## src/acc_pkg.sv

```systemverilog
`default_nettype none

package acc_pkg;

    localparam int WORD_BITS = 12;
    localparam int CMD_DEPTH = 2;                  // queue entries and initial credits
    localparam int QPTR_BITS = $clog2(CMD_DEPTH);
    localparam int CNT_BITS  = 4;
    localparam int EAE_STEPS = 12;                 // one step per mq bit

    typedef logic [0:WORD_BITS-1] word_t;          // bit 0 is the msb, pdp-8 numbering

    localparam word_t EAE_MASK = 12'o7417;         // ignores cla, mqa, sca, mql
    localparam word_t EAE_MUL  = 12'o7405;
    localparam word_t EAE_DIV  = 12'o7407;

    typedef enum logic [2:0] {
        OP_NOP,
        OP_AND,
        OP_TAD,
        OP_DCA,
        OP_OPR1,                                   // group 1 operate
        OP_MQ,                                     // group 3 without arithmetic
        OP_MUL,
        OP_DIV
    } acc_op_e;

    typedef enum logic [1:0] {
        PH_IDLE,
        PH_1,                                      // clear/complement, mq moves, memory ops
        PH_2,                                      // increment
        PH_3                                       // rotates
    } phase_e;

endpackage

`default_nettype wire

```

## src/acc_datapath.sv

```systemverilog
`default_nettype none

module acc_datapath
    import acc_pkg::*;
(
    input  logic    clk,
    input  logic    reset,
    input  phase_e  phase,
    input  acc_op_e op,
    input  word_t   cur_instr,
    input  word_t   cur_operand,
    input  logic    eae_done,
    input  word_t   eae_ac,
    input  word_t   eae_mq,
    input  logic    eae_link,
    output word_t   ac,
    output logic    link,
    output word_t   mq
);

    word_t              ac_clr;
    logic               link_clr;
    logic [0:WORD_BITS] tad_sum;                   // bit 0 is the carry out
    logic [0:WORD_BITS] inc_sum;

    // cla is bit 4 in both group 1 and group 3
    assign ac_clr   = cur_instr[4] ? '0 : ac;
    assign link_clr = cur_instr[5] ? 1'b0 : link;  // cll, group 1 only
    assign tad_sum  = {1'b0, ac} + {1'b0, cur_operand};
    assign inc_sum  = {link, ac} + {{WORD_BITS{1'b0}}, 1'b1};

    always_ff @(posedge clk)
    begin
        if (reset)
        begin
            ac   <= '0;
            link <= 1'b0;
            mq   <= '0;
        end
        else if (eae_done)
        begin
            ac   <= eae_ac;
            link <= eae_link;
            mq   <= eae_mq;
        end
        else
        begin
            case (phase)
                PH_1:
                case (op)
                    OP_OPR1:
                    begin
                        ac   <= cur_instr[6] ? ~ac_clr : ac_clr;    // cma
                        link <= cur_instr[7] ? ~link_clr : link_clr; // cml
                    end
                    OP_MQ:
                    begin
                        // mqa ors mq in, mql moves ac out; both together swap
                        ac <= (cur_instr[5] ? mq : '0) | (cur_instr[7] ? '0 : ac_clr);
                        if (cur_instr[7])
                            mq <= ac_clr;
                    end
                    OP_AND: ac <= ac & cur_operand;
                    OP_TAD:
                    begin
                        ac   <= tad_sum[1:WORD_BITS];
                        link <= link ^ tad_sum[0];
                    end
                    OP_DCA: ac <= '0;              // store already done outside
                    default: ;
                endcase
                PH_2:
                if ((op == OP_OPR1) && cur_instr[WORD_BITS-1])
                    {link, ac} <= inc_sum;         // iac
                PH_3:
                if (op == OP_OPR1)
                begin
                    case (cur_instr[8:10])
                        3'd1: ac <= {ac[6:11], ac[0:5]};                  // bsw
                        3'd2: {link, ac} <= {ac, link};                   // ral
                        3'd3: {link, ac} <= {ac[1:11], link, ac[0]};      // rtl
                        3'd4: {link, ac} <= {ac[11], link, ac[0:10]};     // rar
                        3'd5: {link, ac} <= {ac[10:11], link, ac[0:9]};   // rtr
                        default: ;
                    endcase
                end
                default: ;
            endcase
        end
    end

endmodule

`default_nettype wire

```

## src/acc_sequencer.sv

```systemverilog
`default_nettype none

module acc_sequencer
    import acc_pkg::*;
(
    input  logic    clk,
    input  logic    reset,
    input  logic    q_valid,
    input  word_t   q_instr,
    input  word_t   q_operand,
    input  acc_op_e op,
    input  logic    eae_done,
    output logic    pop,
    output word_t   cur_instr,
    output word_t   cur_operand,
    output phase_e  phase,
    output logic    eae_start,
    output logic    done
);

    typedef enum logic [2:0] {
        S_IDLE,
        S_PH1,
        S_PH2,
        S_PH3,
        S_WAIT,                                    // mul/div running
        S_FIN
    } seq_state_e;

    seq_state_e state;
    seq_state_e state_next;
    logic       is_arith;

    assign is_arith  = (op == OP_MUL) || (op == OP_DIV);
    assign pop       = (state == S_IDLE) && q_valid;
    assign eae_start = (state == S_PH1) && is_arith;
    assign done      = (state == S_FIN);

    always_comb
    begin
        case (state)
            S_PH1:   phase = PH_1;
            S_PH2:   phase = PH_2;
            S_PH3:   phase = PH_3;
            default: phase = PH_IDLE;
        endcase
    end

    always_comb
    begin
        state_next = state;
        case (state)
            S_IDLE:  if (q_valid) state_next = S_PH1;
            S_PH1:   state_next = is_arith ? S_WAIT : S_PH2;
            S_PH2:   state_next = S_PH3;
            S_PH3:   state_next = S_FIN;
            S_WAIT:  if (eae_done) state_next = S_FIN;
            S_FIN:   state_next = S_IDLE;
            default: state_next = S_IDLE;
        endcase
    end

    always_ff @(posedge clk)
    begin
        if (reset)
            state <= S_IDLE;
        else
            state <= state_next;
    end

    always_ff @(posedge clk)
    begin
        if (pop)
        begin
            cur_instr   <= q_instr;                // held for the whole command
            cur_operand <= q_operand;
        end
    end

endmodule

`default_nettype wire

```

## src/acc_top.sv

```systemverilog
`default_nettype none

module acc_top
    import acc_pkg::*;
(
    input  logic  clk,
    input  logic  reset,
    input  logic  cmd_valid,
    input  word_t cmd_instr,
    input  word_t cmd_operand,
    output logic  credit,
    output logic  done,
    output word_t ac,
    output logic  link,
    output word_t mq
);

    logic    q_valid;
    word_t   q_instr;
    word_t   q_operand;
    logic    pop;
    word_t   cur_instr;
    word_t   cur_operand;
    acc_op_e op;
    phase_e  phase;
    logic    eae_start;
    logic    eae_done;
    word_t   eae_ac;
    word_t   eae_mq;
    logic    eae_link;

    cmd_queue i_queue (
        .clk         (clk),
        .reset       (reset),
        .cmd_valid   (cmd_valid),
        .cmd_instr   (cmd_instr),
        .cmd_operand (cmd_operand),
        .pop         (pop),
        .q_valid     (q_valid),
        .q_instr     (q_instr),
        .q_operand   (q_operand),
        .credit      (credit)
    );

    instr_decode i_decode (
        .instr (cur_instr),
        .op    (op)
    );

    acc_sequencer i_seq (
        .clk         (clk),
        .reset       (reset),
        .q_valid     (q_valid),
        .q_instr     (q_instr),
        .q_operand   (q_operand),
        .op          (op),
        .eae_done    (eae_done),
        .pop         (pop),
        .cur_instr   (cur_instr),
        .cur_operand (cur_operand),
        .phase       (phase),
        .eae_start   (eae_start),
        .done        (done)
    );

    acc_datapath i_dp (
        .clk         (clk),
        .reset       (reset),
        .phase       (phase),
        .op          (op),
        .cur_instr   (cur_instr),
        .cur_operand (cur_operand),
        .eae_done    (eae_done),
        .eae_ac      (eae_ac),
        .eae_mq      (eae_mq),
        .eae_link    (eae_link),
        .ac          (ac),
        .link        (link),
        .mq          (mq)
    );

    eae_muldiv i_eae (
        .clk         (clk),
        .reset       (reset),
        .eae_start   (eae_start),
        .op          (op),
        .ac          (ac),
        .mq          (mq),
        .cur_operand (cur_operand),
        .eae_done    (eae_done),
        .eae_ac      (eae_ac),
        .eae_mq      (eae_mq),
        .eae_link    (eae_link)
    );

endmodule

`default_nettype wire

```

## src/cmd_queue.sv

```systemverilog
`default_nettype none

module cmd_queue
    import acc_pkg::*;
(
    input  logic  clk,
    input  logic  reset,
    input  logic  cmd_valid,
    input  word_t cmd_instr,
    input  word_t cmd_operand,
    input  logic  pop,
    output logic  q_valid,
    output word_t q_instr,
    output word_t q_operand,
    output logic  credit
);

    word_t                instr_mem   [CMD_DEPTH];
    word_t                operand_mem [CMD_DEPTH];
    logic [QPTR_BITS-1:0] wr_ptr;
    logic [QPTR_BITS-1:0] rd_ptr;
    logic [QPTR_BITS:0]   count;
    logic                 full;
    logic                 push;
    logic                 take;

    function automatic logic [QPTR_BITS-1:0] next_ptr(input logic [QPTR_BITS-1:0] ptr);
        if (ptr == QPTR_BITS'(CMD_DEPTH - 1))
            return '0;
        return ptr + 1'b1;
    endfunction

    assign full      = (count == (QPTR_BITS + 1)'(CMD_DEPTH));
    assign q_valid   = (count != '0);
    assign take      = pop && q_valid;
    assign push      = cmd_valid && (!full || take);  // slot frees in the same cycle
    assign q_instr   = instr_mem[rd_ptr];
    assign q_operand = operand_mem[rd_ptr];
    assign credit    = take;                           // one credit per leaving entry

    always_ff @(posedge clk)
    begin
        if (push)
        begin
            instr_mem[wr_ptr]   <= cmd_instr;
            operand_mem[wr_ptr] <= cmd_operand;
        end
    end

    always_ff @(posedge clk)
    begin
        if (reset)
        begin
            wr_ptr <= '0;
            rd_ptr <= '0;
            count  <= '0;
        end
        else
        begin
            if (push)
                wr_ptr <= next_ptr(wr_ptr);
            if (take)
                rd_ptr <= next_ptr(rd_ptr);
            case ({push, take})
                2'b10:   count <= count + 1'b1;
                2'b01:   count <= count - 1'b1;
                default: count <= count;           // both or neither
            endcase
        end
    end

endmodule

`default_nettype wire

```

## src/eae_muldiv.sv

```systemverilog
`default_nettype none

module eae_muldiv
    import acc_pkg::*;
(
    input  logic    clk,
    input  logic    reset,
    input  logic    eae_start,
    input  acc_op_e op,
    input  word_t   ac,
    input  word_t   mq,
    input  word_t   cur_operand,
    output logic    eae_done,
    output word_t   eae_ac,
    output word_t   eae_mq,
    output logic    eae_link
);

    logic [CNT_BITS-1:0] cnt;                      // remaining steps
    logic                busy;
    logic                is_div;
    logic                div_ovf;
    word_t               opnd;
    logic [0:WORD_BITS]  mul_sum;                  // carry plus high half
    logic [0:WORD_BITS]  rem_sh;                   // remainder with next dividend bit
    logic [0:WORD_BITS]  rem_sub;
    logic                rem_ge;

    assign div_ovf = (op == OP_DIV) && (ac >= cur_operand);
    assign mul_sum = eae_mq[WORD_BITS-1] ? ({1'b0, eae_ac} + {1'b0, opnd}) : {1'b0, eae_ac};
    assign rem_sh  = {eae_ac, eae_mq[0]};
    assign rem_ge  = (rem_sh >= {1'b0, opnd});
    assign rem_sub = rem_sh - {1'b0, opnd};

    always_ff @(posedge clk)
    begin
        if (reset)
        begin
            busy     <= 1'b0;
            is_div   <= 1'b0;
            cnt      <= '0;
            eae_done <= 1'b0;
        end
        else
        begin
            eae_done <= 1'b0;
            if (eae_start)
            begin
                is_div <= (op == OP_DIV);
                if (div_ovf)
                    eae_done <= 1'b1;              // quotient would not fit
                else
                begin
                    busy <= 1'b1;
                    cnt  <= CNT_BITS'(EAE_STEPS);
                end
            end
            else if (busy)
            begin
                cnt <= cnt - 1'b1;
                if (cnt == CNT_BITS'(1))
                begin
                    busy     <= 1'b0;
                    eae_done <= 1'b1;
                end
            end
        end
    end

    always_ff @(posedge clk)
    begin
        if (eae_start)
        begin
            opnd     <= cur_operand;
            eae_ac   <= ac;
            eae_link <= div_ovf;                   // mul always clears link
            eae_mq   <= div_ovf ? {mq[1:WORD_BITS-1], 1'b1} : mq;
        end
        else if (busy)
        begin
            if (is_div)
            begin
                eae_ac <= rem_ge ? rem_sub[1:WORD_BITS] : rem_sh[1:WORD_BITS];
                eae_mq <= {eae_mq[1:WORD_BITS-1], rem_ge};
            end
            else
                {eae_ac, eae_mq} <= {mul_sum, eae_mq[0:WORD_BITS-2]};  // add then shift right
        end
    end

endmodule

`default_nettype wire

```

## src/instr_decode.sv

```systemverilog
`default_nettype none

module instr_decode
    import acc_pkg::*;
(
    input  word_t   instr,
    output acc_op_e op
);

    logic is_opr;
    logic is_grp3;
    logic is_mul;
    logic is_div;

    assign is_opr  = (instr[0:2] == 3'o7);
    assign is_grp3 = is_opr && instr[3] && instr[WORD_BITS-1];  // 1111 ... 1
    assign is_mul  = ((instr & EAE_MASK) == EAE_MUL);
    assign is_div  = ((instr & EAE_MASK) == EAE_DIV);

    always_comb
    begin
        op = OP_NOP;
        case (instr[0:2])
            3'o0: op = OP_AND;
            3'o1: op = OP_TAD;
            3'o3: op = OP_DCA;
            3'o7:
            begin
                if (!instr[3])
                    op = OP_OPR1;
                else if (is_grp3 && is_mul)
                    op = OP_MUL;
                else if (is_grp3 && is_div)
                    op = OP_DIV;
                else if (is_grp3)
                    op = OP_MQ;                    // group 2 stays a nop
            end
            default: op = OP_NOP;                  // isz, jms, jmp, iot
        endcase
    end

endmodule

`default_nettype wire

```

## config.mk

```make
export PLATFORM = sky130hd
export DESIGN_NAME = acc_top
export DESIGN_NICKNAME = d
export VERILOG_FILES = /design/src/acc_pkg.sv /design/src/acc_datapath.sv /design/src/acc_sequencer.sv /design/src/acc_top.sv /design/src/cmd_queue.sv /design/src/eae_muldiv.sv /design/src/instr_decode.sv
export SDC_FILE = /design/constraint.sdc
export NUM_CORES = 1
export LEC_CHECK = 0
export ABC_CLOCK_PERIOD_IN_PS = 7070
export BUFFER_PORTS_ARGS = -buffer_cell sky130_fd_sc_hd__buf_2
export CORE_MARGIN = 2
export CORE_UTILIZATION = 51
export DETAILED_ROUTE_END_ITERATION = 12
export GPL_ROUTABILITY_DRIVEN = 1
export PLACE_DENSITY_LB_ADDON = 0.1
export RECOVER_POWER = 100
export SLEW_MARGIN = 10
export SYNTH_ARGS = -nofsm -noshare
export SYNTH_HDL_FRONTEND = slang
export SYNTH_HIERARCHICAL = 1
export SYNTH_SLANG_ARGS = --single-unit
```

## constraint.sdc

```tcl
create_clock -name clk -period 7.07 [get_ports clk]
set_input_delay 1.0605 -clock clk [delete_from_list [all_inputs] [get_ports clk]]
set_output_delay 1.0605 -clock clk [all_outputs]
set_load 0.02 [all_outputs]
```

# After elaboration in Yosys (flattened, before gate mapping)
# Memories as Yosys holds them, arrays and structs flattened. A register that Yosys moved wholly into a read port is not among the register bits.
# Index checks and enable logic that the tools add are counted.
[word_totals] mem_bits_rw=48 latch_bits=0 register_bits=76 inputBits=27 mem_bits_ro=0 mem_count=2
[memory_table] memory="i_queue.instr_mem" depth=2 width=12 rd=1 rd_clocked_by_memory_dff=1 write_ports=1 line_no="cmd_queue.sv:18" source="word_t instr_mem [CMD_DEPTH];"
[memory_table] memory="i_queue.operand_mem" depth=2 width=12 rd=1 rd_clocked_by_memory_dff=1 write_ports=1 line_no="cmd_queue.sv:19" source="word_t operand_mem [CMD_DEPTH];"
[classes] n_bitwise=5 shift=0 order_cmp=2 eq_ne=38 n_addsub=9 reduce_logical=27 n_div=0 n_mux=65 n_mul=0
[ops] op="$mux 12" n=19
[ops] op="$pmux 12 s5" n=2
[ops] op="$pmux 12 s3" n=1
[ops] op="$eq 3x3->1 const B" n=9
[ops] op="$add 12x12->13" n=2
[ops] op="$mux 1" n=25
[ops] op="$eq 3x2->1 const B" n=7
[ops] op="$mux 3" n=7
[ops] op="$eq 8x8->1 const B" n=2
[ops] op="$pmux 3 s5" n=1
[ops] op="$add 13x1->13 const B" n=1
[ops] op="$ge 13x12->1" n=1
[ops] op="$mux 13" n=1
[ops] op="$and 12x12->12" n=1
[ops] op="$eq 3x1->1 const B" n=4
[ops] op="$ge 12x12->1" n=1
[ops] op="$mux 4" n=3
[ops] op="$not 12->12" n=1
[ops] op="$or 12x12->12" n=1
[ops] op="$pmux 3 s4" n=1
[ops] op="$reduce_bool 2->1" n=6
[ops] op="$sub 12x12->12" n=1
[ops] op="$logic_and 1x1->1" n=10
[ops] op="$reduce_and 5->1" n=2
[ops] op="other kinds (27)" n=37

# Depth between registers and ports, before layout
# Gate-level depths: netlist of the first run.
[depth] word_depth=13 mapped_depth=12 depth_no_buf=11

# By module
# The synthesis of the first run kept the hierarchy.
[by_module_without_submodules] module="eae_muldiv" instances=1 area_each_um2=3684.8 cells_each=402
[by_module_without_submodules] module="acc_datapath" instances=1 area_each_um2=3453.3 cells_each=492
[by_module_without_submodules] module="cmd_queue" instances=1 area_each_um2=1956.9 cells_each=100
[by_module_without_submodules] module="acc_sequencer" instances=1 area_each_um2=915.9 cells_each=45
[by_module_without_submodules] module="instr_decode" instances=1 area_each_um2=65.1 cells_each=11

# Worst setup path before layout of the first run
# No wires, ideal clock.
[synth_timing] kind="flip-flop to flip-flop" start="reg i_queue.count[0]" end="mem i_queue/instr_mem[0][0] in the netlist's numbering, enable pin" setup_slack_ns=1.974 stages_incl_launch_ff=5 t_arrival_ns=4.691 t_required_ns=6.665 setup_ns=0.405 n_path_buf=0 cell_sequence="dfxtp_1 or2_1 nor4b_1 o31ai_2 nor2_1"
[synth_via] elab_chain_len=7
[synth_lines] item="from (decl)" line_no="cmd_queue.sv:22" source="logic [QPTR_BITS:0] count;"
[synth_lines] item="from (signal assigned)" line_no="cmd_queue.sv:65" source="2'b10: count <= count + 1'b1;"
[synth_lines] item="from (signal assigned)" line_no="cmd_queue.sv:66" source="2'b01: count <= count - 1'b1;"
[synth_lines] item="from (signal assigned)" line_no="cmd_queue.sv:67" source="default: count <= count;"
[synth_lines] item="$reduce_bool 2->1" line_no="cmd_queue.sv:34" source="assign q_valid = (count != '0);"
[synth_lines] item="via q_valid" line_no="acc_top.sv:18" source="logic q_valid;"
[synth_lines] item="$logic_and 1x1->1" line_no="acc_sequencer.sv:35" source="assign pop = (state == S_IDLE) && q_valid;"
[synth_lines] item="via pop" line_no="acc_top.sv:21" source="logic pop;"
[synth_lines] item="$logic_and 1x1->1" line_no="cmd_queue.sv:35" source="assign take = pop && q_valid;"
[synth_lines] item="$logic_or 1x1->1" line_no="cmd_queue.sv:36" source="assign push = cmd_valid && (!full || take);"
[synth_lines] item="$logic_and 1x1->1" line_no="cmd_queue.sv:36"
[synth_lines] item="$mux 1" line_no="cmd_queue.sv:43" source="if (push)"
[synth_lines] item="$mux 1 (implied by the code)" line_no="cmd_queue.sv:45" source="instr_mem[wr_ptr] <= cmd_instr;"
[synth_lines] item="to (decl)" line_no="cmd_queue.sv:18"
# The timed path passes the listed nets, and every way through them passes these cells.

# Final worst setup path of the first run
[layout_timing] start="reg i_seq.cur_instr[1] (read register of i_queue.instr_mem)" end="reg i_dp.ac[0]"
[layout_via] elab_chain_len=10
[layout_lines] item="from (decl)" line_no="acc_sequencer.sv:14" source="output word_t cur_instr,"
[layout_lines] item="$eq 8x8->1" line_no="instr_decode.sv:18" source="assign is_div = ((instr & EAE_MASK) == EAE_DIV);"
[layout_lines] item="$logic_and 1x1->1" line_no="instr_decode.sv:33" source="else if (is_grp3 && is_div)"
[layout_lines] item="$mux 3" line_no="instr_decode.sv:33"
[layout_lines] item="$mux 3 *" line_no="instr_decode.sv:31" source="else if (is_grp3 && is_mul)"
[layout_lines] item="$mux 3 *" line_no="instr_decode.sv:29" source="if (!instr[3])"
[layout_lines] item="$pmux 3 s4 *" line_no="instr_decode.sv:23" source="case (instr[0:2])"
[layout_lines] item="via op[0]" line_no="acc_top.sv:24" source="acc_op_e op;"
[layout_lines] item="$eq 3x2->1, or another cell as far along" line_no="acc_datapath.sv:50" source="case (op)"
[layout_lines] item="$pmux 12 s5 or $logic_and 1x1->1 (tied branches)" line_no="acc_datapath.sv:50, acc_datapath.sv:73"
[layout_lines] item="$pmux 12 s3 or $ne 3x1->1 (tied branches)"
[layout_lines] item="$mux 12 or $reduce_and 5->1 (tied branches)"
[layout_lines] item="to (signal assigned)" line_no="acc_datapath.sv:53" source="ac <= cur_instr[6] ? ~ac_clr : ac_clr;"
[layout_lines] item="to (signal assigned)" line_no="acc_datapath.sv:59" source="ac <= (cur_instr[5] ? mq : '0) | (cur_instr[7] ? '0 : ac_clr);"
[layout_lines] item="to (signal assigned)" line_no="acc_datapath.sv:63" source="OP_AND: ac <= ac & cur_operand;"
[layout_lines] item="to (decl)" line_no="acc_datapath.sv:16" source="output word_t ac,"
# Mark *: on every way through the listed nets, which the timed path passes. The rest lies on a longest branch. The select of a mux whose other input is x is not followed.
# A chain may end at the register's enable or synchronous reset.

==> impl_metrics.tcl, run 1 <==
set metrics [dict create \
    cts_resized 0 \
    hold_violations 0 \
    synth_ff_type "edfxtp_1" \
    grt_pass1_wl_mm 41.81 \
    drt-pass1-iter-count 6 \
    post_cts_buffers 0 \
    clk_pin_slew_worst_paths_ns 0.07 \
    fin_crit_ns 4.914 \
    first_global_vias 7701 \
    routedWlPerCell_um 19.85 \
    drc 0 \
    fin_nets 1161 \
    synthDistinctLibCells 80 \
    slew_viol_final 138 \
    hold_depth 2 \
    relSlewSlack_pct -35.50 \
    crit_type "flop to flop" \
    synth-edff-count 109 \
    grt_max_degree 42 \
    fmax_mhz 203.5 \
    synth_nets 1136 \
    synth.top_cell.area_share_pct 32.48 \
    vias 8275 \
    dieArea_um2 20900 \
    finalCritPeriodShare_pct 69.51 \
    start_util_pct 51.94 \
    yosysWarnings 6 \
    pwr_density_cell_nw_per_um2 379.8 \
    ff2ff_path_depth 11 \
    fp-row-count 51 \
    wl_met2_mm 12.27 \
    cts.htree.levels 4 \
    gp_congestion 0.9189 \
    synth.top_cells.by_area "edfxtp_1, dfxtp_1, ha_1" \
    syn-cell-area_um2 10080 \
    hpwl_mm 19.21 \
    drv_cap 4 \
    final_cell_mix "edfxtp_1, nor2_1, a21oi_1, nand2_1, o21ai_0" \
    grt_usage_pct 26.29 \
    top_layer "met4" \
    outcome "complete, but fails checks" \
    met3_length_mm 1.774 \
    ant_nets 0 \
    clock_latency_ns 0.42 \
    setup_violations 0 \
    yosysSeqAreaShare_pct 40.43 \
    die_y_um 144.6 \
    area_growth_pct 8.680 \
    netlist_instances 1050 \
    antenna_cells 0 \
    drt-met1-wl_mm 12.01 \
    portBuffers 53 \
    layout_commonest_cell "edfxtp_1" \
    cts_max_path_buffers 2 \
    hp-class "flop to flop" \
    finalWirelength_mm 26.86 \
    tns_ns 0 \
    drt_iter0_markers 739 \
    numCtsBuffers 17 \
    synth-async-reset-ratio_pct 0 \
    failed_checks "capacitance limit, slew limit" \
    vias_per_cell 6.116 \
    die-width_um 144.6 \
    io_pins 54 \
    crit_arrival_ns 5.12 \
    skew_ns 0.01190 \
    final_util_pct 56.45 \
    cts_tree "yes" \
    overflow 0 \
    peakVddDrop_uv 212.8 \
    cts-root-buf "clkbuf_16" \
    worst_slew_pin_slew_ns 2.033 \
    grt_antenna_before_repair 0 \
    synth_top_area_cell "edfxtp_1" \
    coreArea_um2 19400 \
    ys_seq_elements 149 \
    crit_required_ns 7.28 \
    cts-hold-fix-buffers 0 \
    cp_max_fo 30 \
    rsz0062_at_grt "false" \
    worstSetupStartpointType "flop" \
    cts.sinks 149 \
    avgSynthCellArea_um2 9.596 \
    p_leak_uw 0.004082 \
    cp-end-kind "flop" \
    drive_above_1_share_pct 7.813 \
]
==> layout make-up <==
cell class                 instances  area [um2]
multi-input combinational        782        5480
fill                            1807        8448
inverter                          56       210.2
timing repair buffer              69       306.5
clock buffer                      19       432.9
sequential                       149        4074
clock inverter                    13       115.1
tap                              265       331.6
==> final timing paths <==
| path | startpoint | to | slack [ns] |
|---|---|---|---|
| worst min register to register | i_eae/cnt[1] | i_eae/cnt[1] | 0.50 |
| worst max-delay path | i_seq/cur_instr[1] | i_dp/ac[0] | 2.16 |
| worst min-delay path | i_eae/cnt[1] | i_eae/cnt[1] | 0.50 |
| worst max register to register | i_seq/cur_instr[1] | i_dp/ac[0] | 2.16 |
==> Yosys cell counts, drive strengths merged (4+ instances only) <==
master / count
edfxtp: 109
nor2: 93
a21oi: 87
nand2: 63
o21ai: 63
ha: 56
inv: 54
clkbuf: 46
dfxtp: 40
mux2i: 39
xnor2: 31
mux2: 27
nand3: 24
a221oi: 22
a21o: 19
nor2b: 19
a211oi: 18
o21a: 18
buf: 17
o22ai: 16
xor2: 16
nor3: 15
o221ai: 15
nand2b: 14
a221o: 13
a31oi: 12
nand4: 10
o41ai: 8
or3: 7
and2: 6
o211ai: 6
a22oi: 5
o31ai: 5
nand3b: 4
o21bai: 4
==> state kept, by name, indices dropped and copies added, names as in the netlist, named ones only <==
name,count
i_dp/mq,12
i_eae/eae_ac,12
i_dp/link,1
i_queue/instr_mem,24
i_eae/eae_mq,12
i_seq/cur_instr,12
i_eae/eae_link,1
i_eae/eae_done,1
i_seq/cur_operand,12
i_queue/wr_ptr,1
i_eae/is_div,1
i_eae/busy,1
i_seq/state,3
i_queue/count,2
i_eae/opnd,12
i_dp/ac,12
i_queue/operand_mem,24
i_eae/cnt,4
i_queue/rd_ptr,1
==> critical path: stages, from the launching register on <==
cell and delay, ns:
edfxtp_1 0.33, clkbuf_1 1.32, nor3b_1 0.14, o32ai_1 0.32, clkbuf_1 0.41, nor2_1 0.12, a31oi_1 0.18, a21oi_1 0.07
a31oi_1 1.40, a21oi_1 0.15, o31ai_1 0.16, a21oi_1 0.10
==> cell families (layout without fill, tap and decap cells) <==
kind of cell,after synthesis,in the layout,synth area share [%]
multiplexers,66,66,6.929
buffers and inverters,119,157,5.104
adder cells (fa/ha/maj),59,59,7.550
XOR/XNOR,47,47,4.085
AO/OA/AOI/OAI,337,337,22.84
flip-flops,149,149,40.43
AND/OR/NAND/NOR,273,273,13.06
==> per-stage QoR <==
| step | instance area (um2) | worst slack (ns) | instances | power (uW) | hold slack, ns |
|---|---|---|---|---|---|
| finish | 10950 | 2.156 | 1353 | 4159 | 0.4965 |
| CTS | 11060 | 3.546 | 1353 | 4158 | 0.5001 |
| global placement | 10520 | 3.635 | 1321 | 3289 | 0.4887 |
| detailed placement | 10520 | 3.557 | 1321 | 3301 | 0.4901 |
| floorplan | 10080 | 1.974 | 1050 | 2760 | 0.4494 |
| global route | 10950 | 1.672 | 1353 | 4408 | 0.5382 |
==> power breakdown <==
part | leakage, uW | switching, uW | internal [uW]
combinational | 0.00249 | 1130 | 730
sequential | 0.00133 | 289 | 1170
clock | 0.000260 | 386 | 461
==> per-layer routing <==
layer	vias to the layer above	track usage, %
met2	293	41.03
met4	0	10.99
met5	-	0
met1	3915	35.76
met3	59	5.331
li1	4008	-
(Power assumes the default switching activity.)
==> inputs of run 2 (changes only) <==
ABC_AREA = 1   (was not set)
ABC_CLOCK_PERIOD_IN_PS = 4400   (was 7070)
clock period = 4.4 ns   (was 7.07 ns; I/O delays follow)
==> impl_metrics.tcl, run 2 <==
set metrics [dict create \
    clk_pin_slew_worst_paths_ns 0.07 \
    peakVddDrop_uv 416.6 \
    pwr_density_cell_nw_per_um2 577.8 \
    dp_cells 1745 \
    hp-class "primary input to flop" \
    synth_top_family_by_area "simple AND/OR/NAND/NOR gates" \
    p_leak_uw 0.005133 \
    dieArea_um2 22540 \
    skew_ns 0.01708 \
    area_growth_pct 7.502 \
    cp_max_fo 21 \
    synthSimpleGateAreaFrac_pct 29.01 \
    synth_commonest_cells "nand2_1, inv_1, nor2_1" \
    vias 10110 \
    first_global_vias 9409 \
    grt_antenna_before_repair 1 \
    largest_registers "i_queue/instr_mem: 24 flops, i_queue/operand_mem: 24 flops" \
    syn-cell-area_um2 10890 \
    fmax_mhz 309.0 \
    fin_crit_ns 3.236 \
    ant_nets 0 \
    fill_cells 2074 \
    relSlewSlack_pct -25.82 \
    synth.top_cells.by_area "edfxtp_1, nand2_1, dfxtp_1" \
    portBuffers 53 \
    ff2ff_path_depth 7 \
    worst-path-buf-inv 2 \
    hpwl_mm 24.12 \
    synth-async-reset-ratio_pct 0 \
    r2r_end "i_eae/eae_ac[0]" \
    reg2reg_from "i_seq/cur_instr[9]" \
    fp-row-count 53 \
    synth_ff_type "edfxtp_1" \
    outcome "complete, but fails checks" \
    hold_violations 0 \
    crit_family "buffers and inverters" \
    failed_checks "capacitance limit, slew limit" \
    synth_top_area_cell "edfxtp_1" \
    cts_max_path_buffers 2 \
    synthDistinctLibCells 53 \
    muxShareOfSynthArea_pct 3.171 \
    finalWirelength_mm 32.30 \
    final_cell_mix "nand2_1, inv_1, nor2_1, nand3_1, a21oi_1" \
    avgSynthCellArea_um2 7.552 \
    crit_start "i_seq/cur_instr[9]" \
    routedWlPerCell_um 18.17 \
    netlist_instances 1442 \
    io_pins 54 \
    worstPathCellList "nand3_1, a21oi_1, nand2_1, nor2_1, inv_1, nand2_1, clkbuf_1" \
    ys_seq_elements 149 \
    slew_viol_final 31 \
    cp.depth 7 \
    drive_above_1_share_pct 8.788 \
    die_y_um 150.1 \
    setup_violations 0 \
    grt_usage_pct 29.33 \
    finalCritPeriodShare_pct 73.54 \
    grt_max_degree 37 \
    power.total_uw 6764 \
    cts-hold-fix-buffers 0 \
    cts.htree.levels 4 \
    grt_pass1_wl_mm 50.57 \
    drc 0 \
    crit_required_ns 4.45 \
    holdWs_ns 0.4125 \
    worst_slew_pin_slew_ns 1.887 \
    synth.top_cell.area_share_pct 30.06 \
    cts_resized 0 \
    yosysWarnings 6 \
    worstSetupStartpointType "flop" \
    cts_tree "yes" \
    crit_arrival_ns 3.28 \
    fin_nets 1575 \
    clock_latency_ns 0.43 \
    drt_iter0_markers 1038 \
    rsz0062_at_grt "false" \
    post_cts_buffers 0 \
    stdcell_area_um2 11710 \
    hold_depth 1 \
    overflow 0 \
    drt-pass1-iter-count 6 \
    synth-edff-count 109 \
    final_cells 1778 \
    yosysSeqAreaShare_pct 37.41 \
    crit_type "flop to flop" \
    cts-root-buf "clkbuf_16" \
    cts.sinks 149 \
    drv_cap 1 \
    tns_ns 0 \
    vias_per_cell 5.685 \
    placed_area_um2 11350 \
    synthAdderAreaFrac_pct 6.985 \
    crit_slowest_cell "clkbuf_1" \
    slowest_delay_ns 0.69 \
    coreArea_um2 21020 \
    numCtsBuffers 17 \
    start_util_pct 51.81 \
    cp-endpoint "i_eae/eae_ac[0]" \
    cp-end-kind "flop" \
    synth-compound-area-share_pct 12.63 \
    crit_top_cell "nand2_1" \
    gp_congestion 1.011 \
    synth_nets 1528 \
    layout_commonest_cell "nand2_1" \
    die-width_um 150.1 \
    synth_xor_area_share_pct 1.689 \
    r2r_setup_slack_ns 1.16 \
    post-synth-top-count-cell "nand2_1" \
]
==> run 2: how the worst min path moves through the flow <==
stage / endpoint / start / slack (ns)
after global routing: i_queue/instr_mem[1][1] / cmd_instr[1] / 0.40
final: i_queue/instr_mem[1][8] / cmd_instr[8] / 0.41
after floorplan: i_eae/cnt[2] / i_eae/cnt[2] / 0.45
after global placement: i_eae/cnt[3] / i_eae/cnt[3] / 0.47
after detailed placement: i_eae/cnt[1] / i_eae/cnt[1] / 0.47
after CTS: i_queue/instr_mem[0][10] / cmd_instr[10] / 0.40
==> run 2: layer usage <==
layer	up-vias	routed length, um	global-route usage [%]
met1	4689	14230	39.63
met4	0	1005	10.05
met5	-	0	0
li1	4907	-	-
met2	445	14800	48.06
met3	67	2269	4.727
==> run 2: layout make-up <==
cell class | instances | area, um2 | share of cell area [%]
inverters | 188 | 708.2 | 6.049
clock buffers | 17 | 425.4 | 3.634
diodes | 1 | 2.502 | 0.02137
clock inverters | 15 | 162.7 | 1.389
well taps | 275 | 344.1 | 2.939
multi-input cells | 1063 | 5680 | 48.52
repair buffers | 70 | 310.3 | 2.650
flip-flops and latches | 149 | 4074 | 34.80
==> run 2: stage by stage <==
| step | setup WS (ns) | utilization (%) |
|---|---|---|
| 6_report | 1.164 | 55.69 |
| 5_1_grt | 0.8580 | 55.68 |
| 4_1_cts | 1.561 | 56.81 |
| 3_5_place_dp | 1.572 | 54.01 |
| 3_3_place_gp | 1.686 | 54.01 |
| 2_1_floorplan | 0.2684 | - |
==> run 2: cell families (layout without fill, tap and decap cells) <==
kind of cell    count (synthesis)  in the layout
buf+inv                       230            290
xor+xnor                       21             21
simple gates                  719            719
mux                            24             24
fa+ha+maj                      59             59
other cells                     0              1
compound gates                240            240
flops                         149            149
==> run 2: where the power goes <==
group | switching, uW | internal [uW]
registers | 328 | 1830
logic | 2180 | 955
clock network | 659 | 808
total | 3170 | 3600
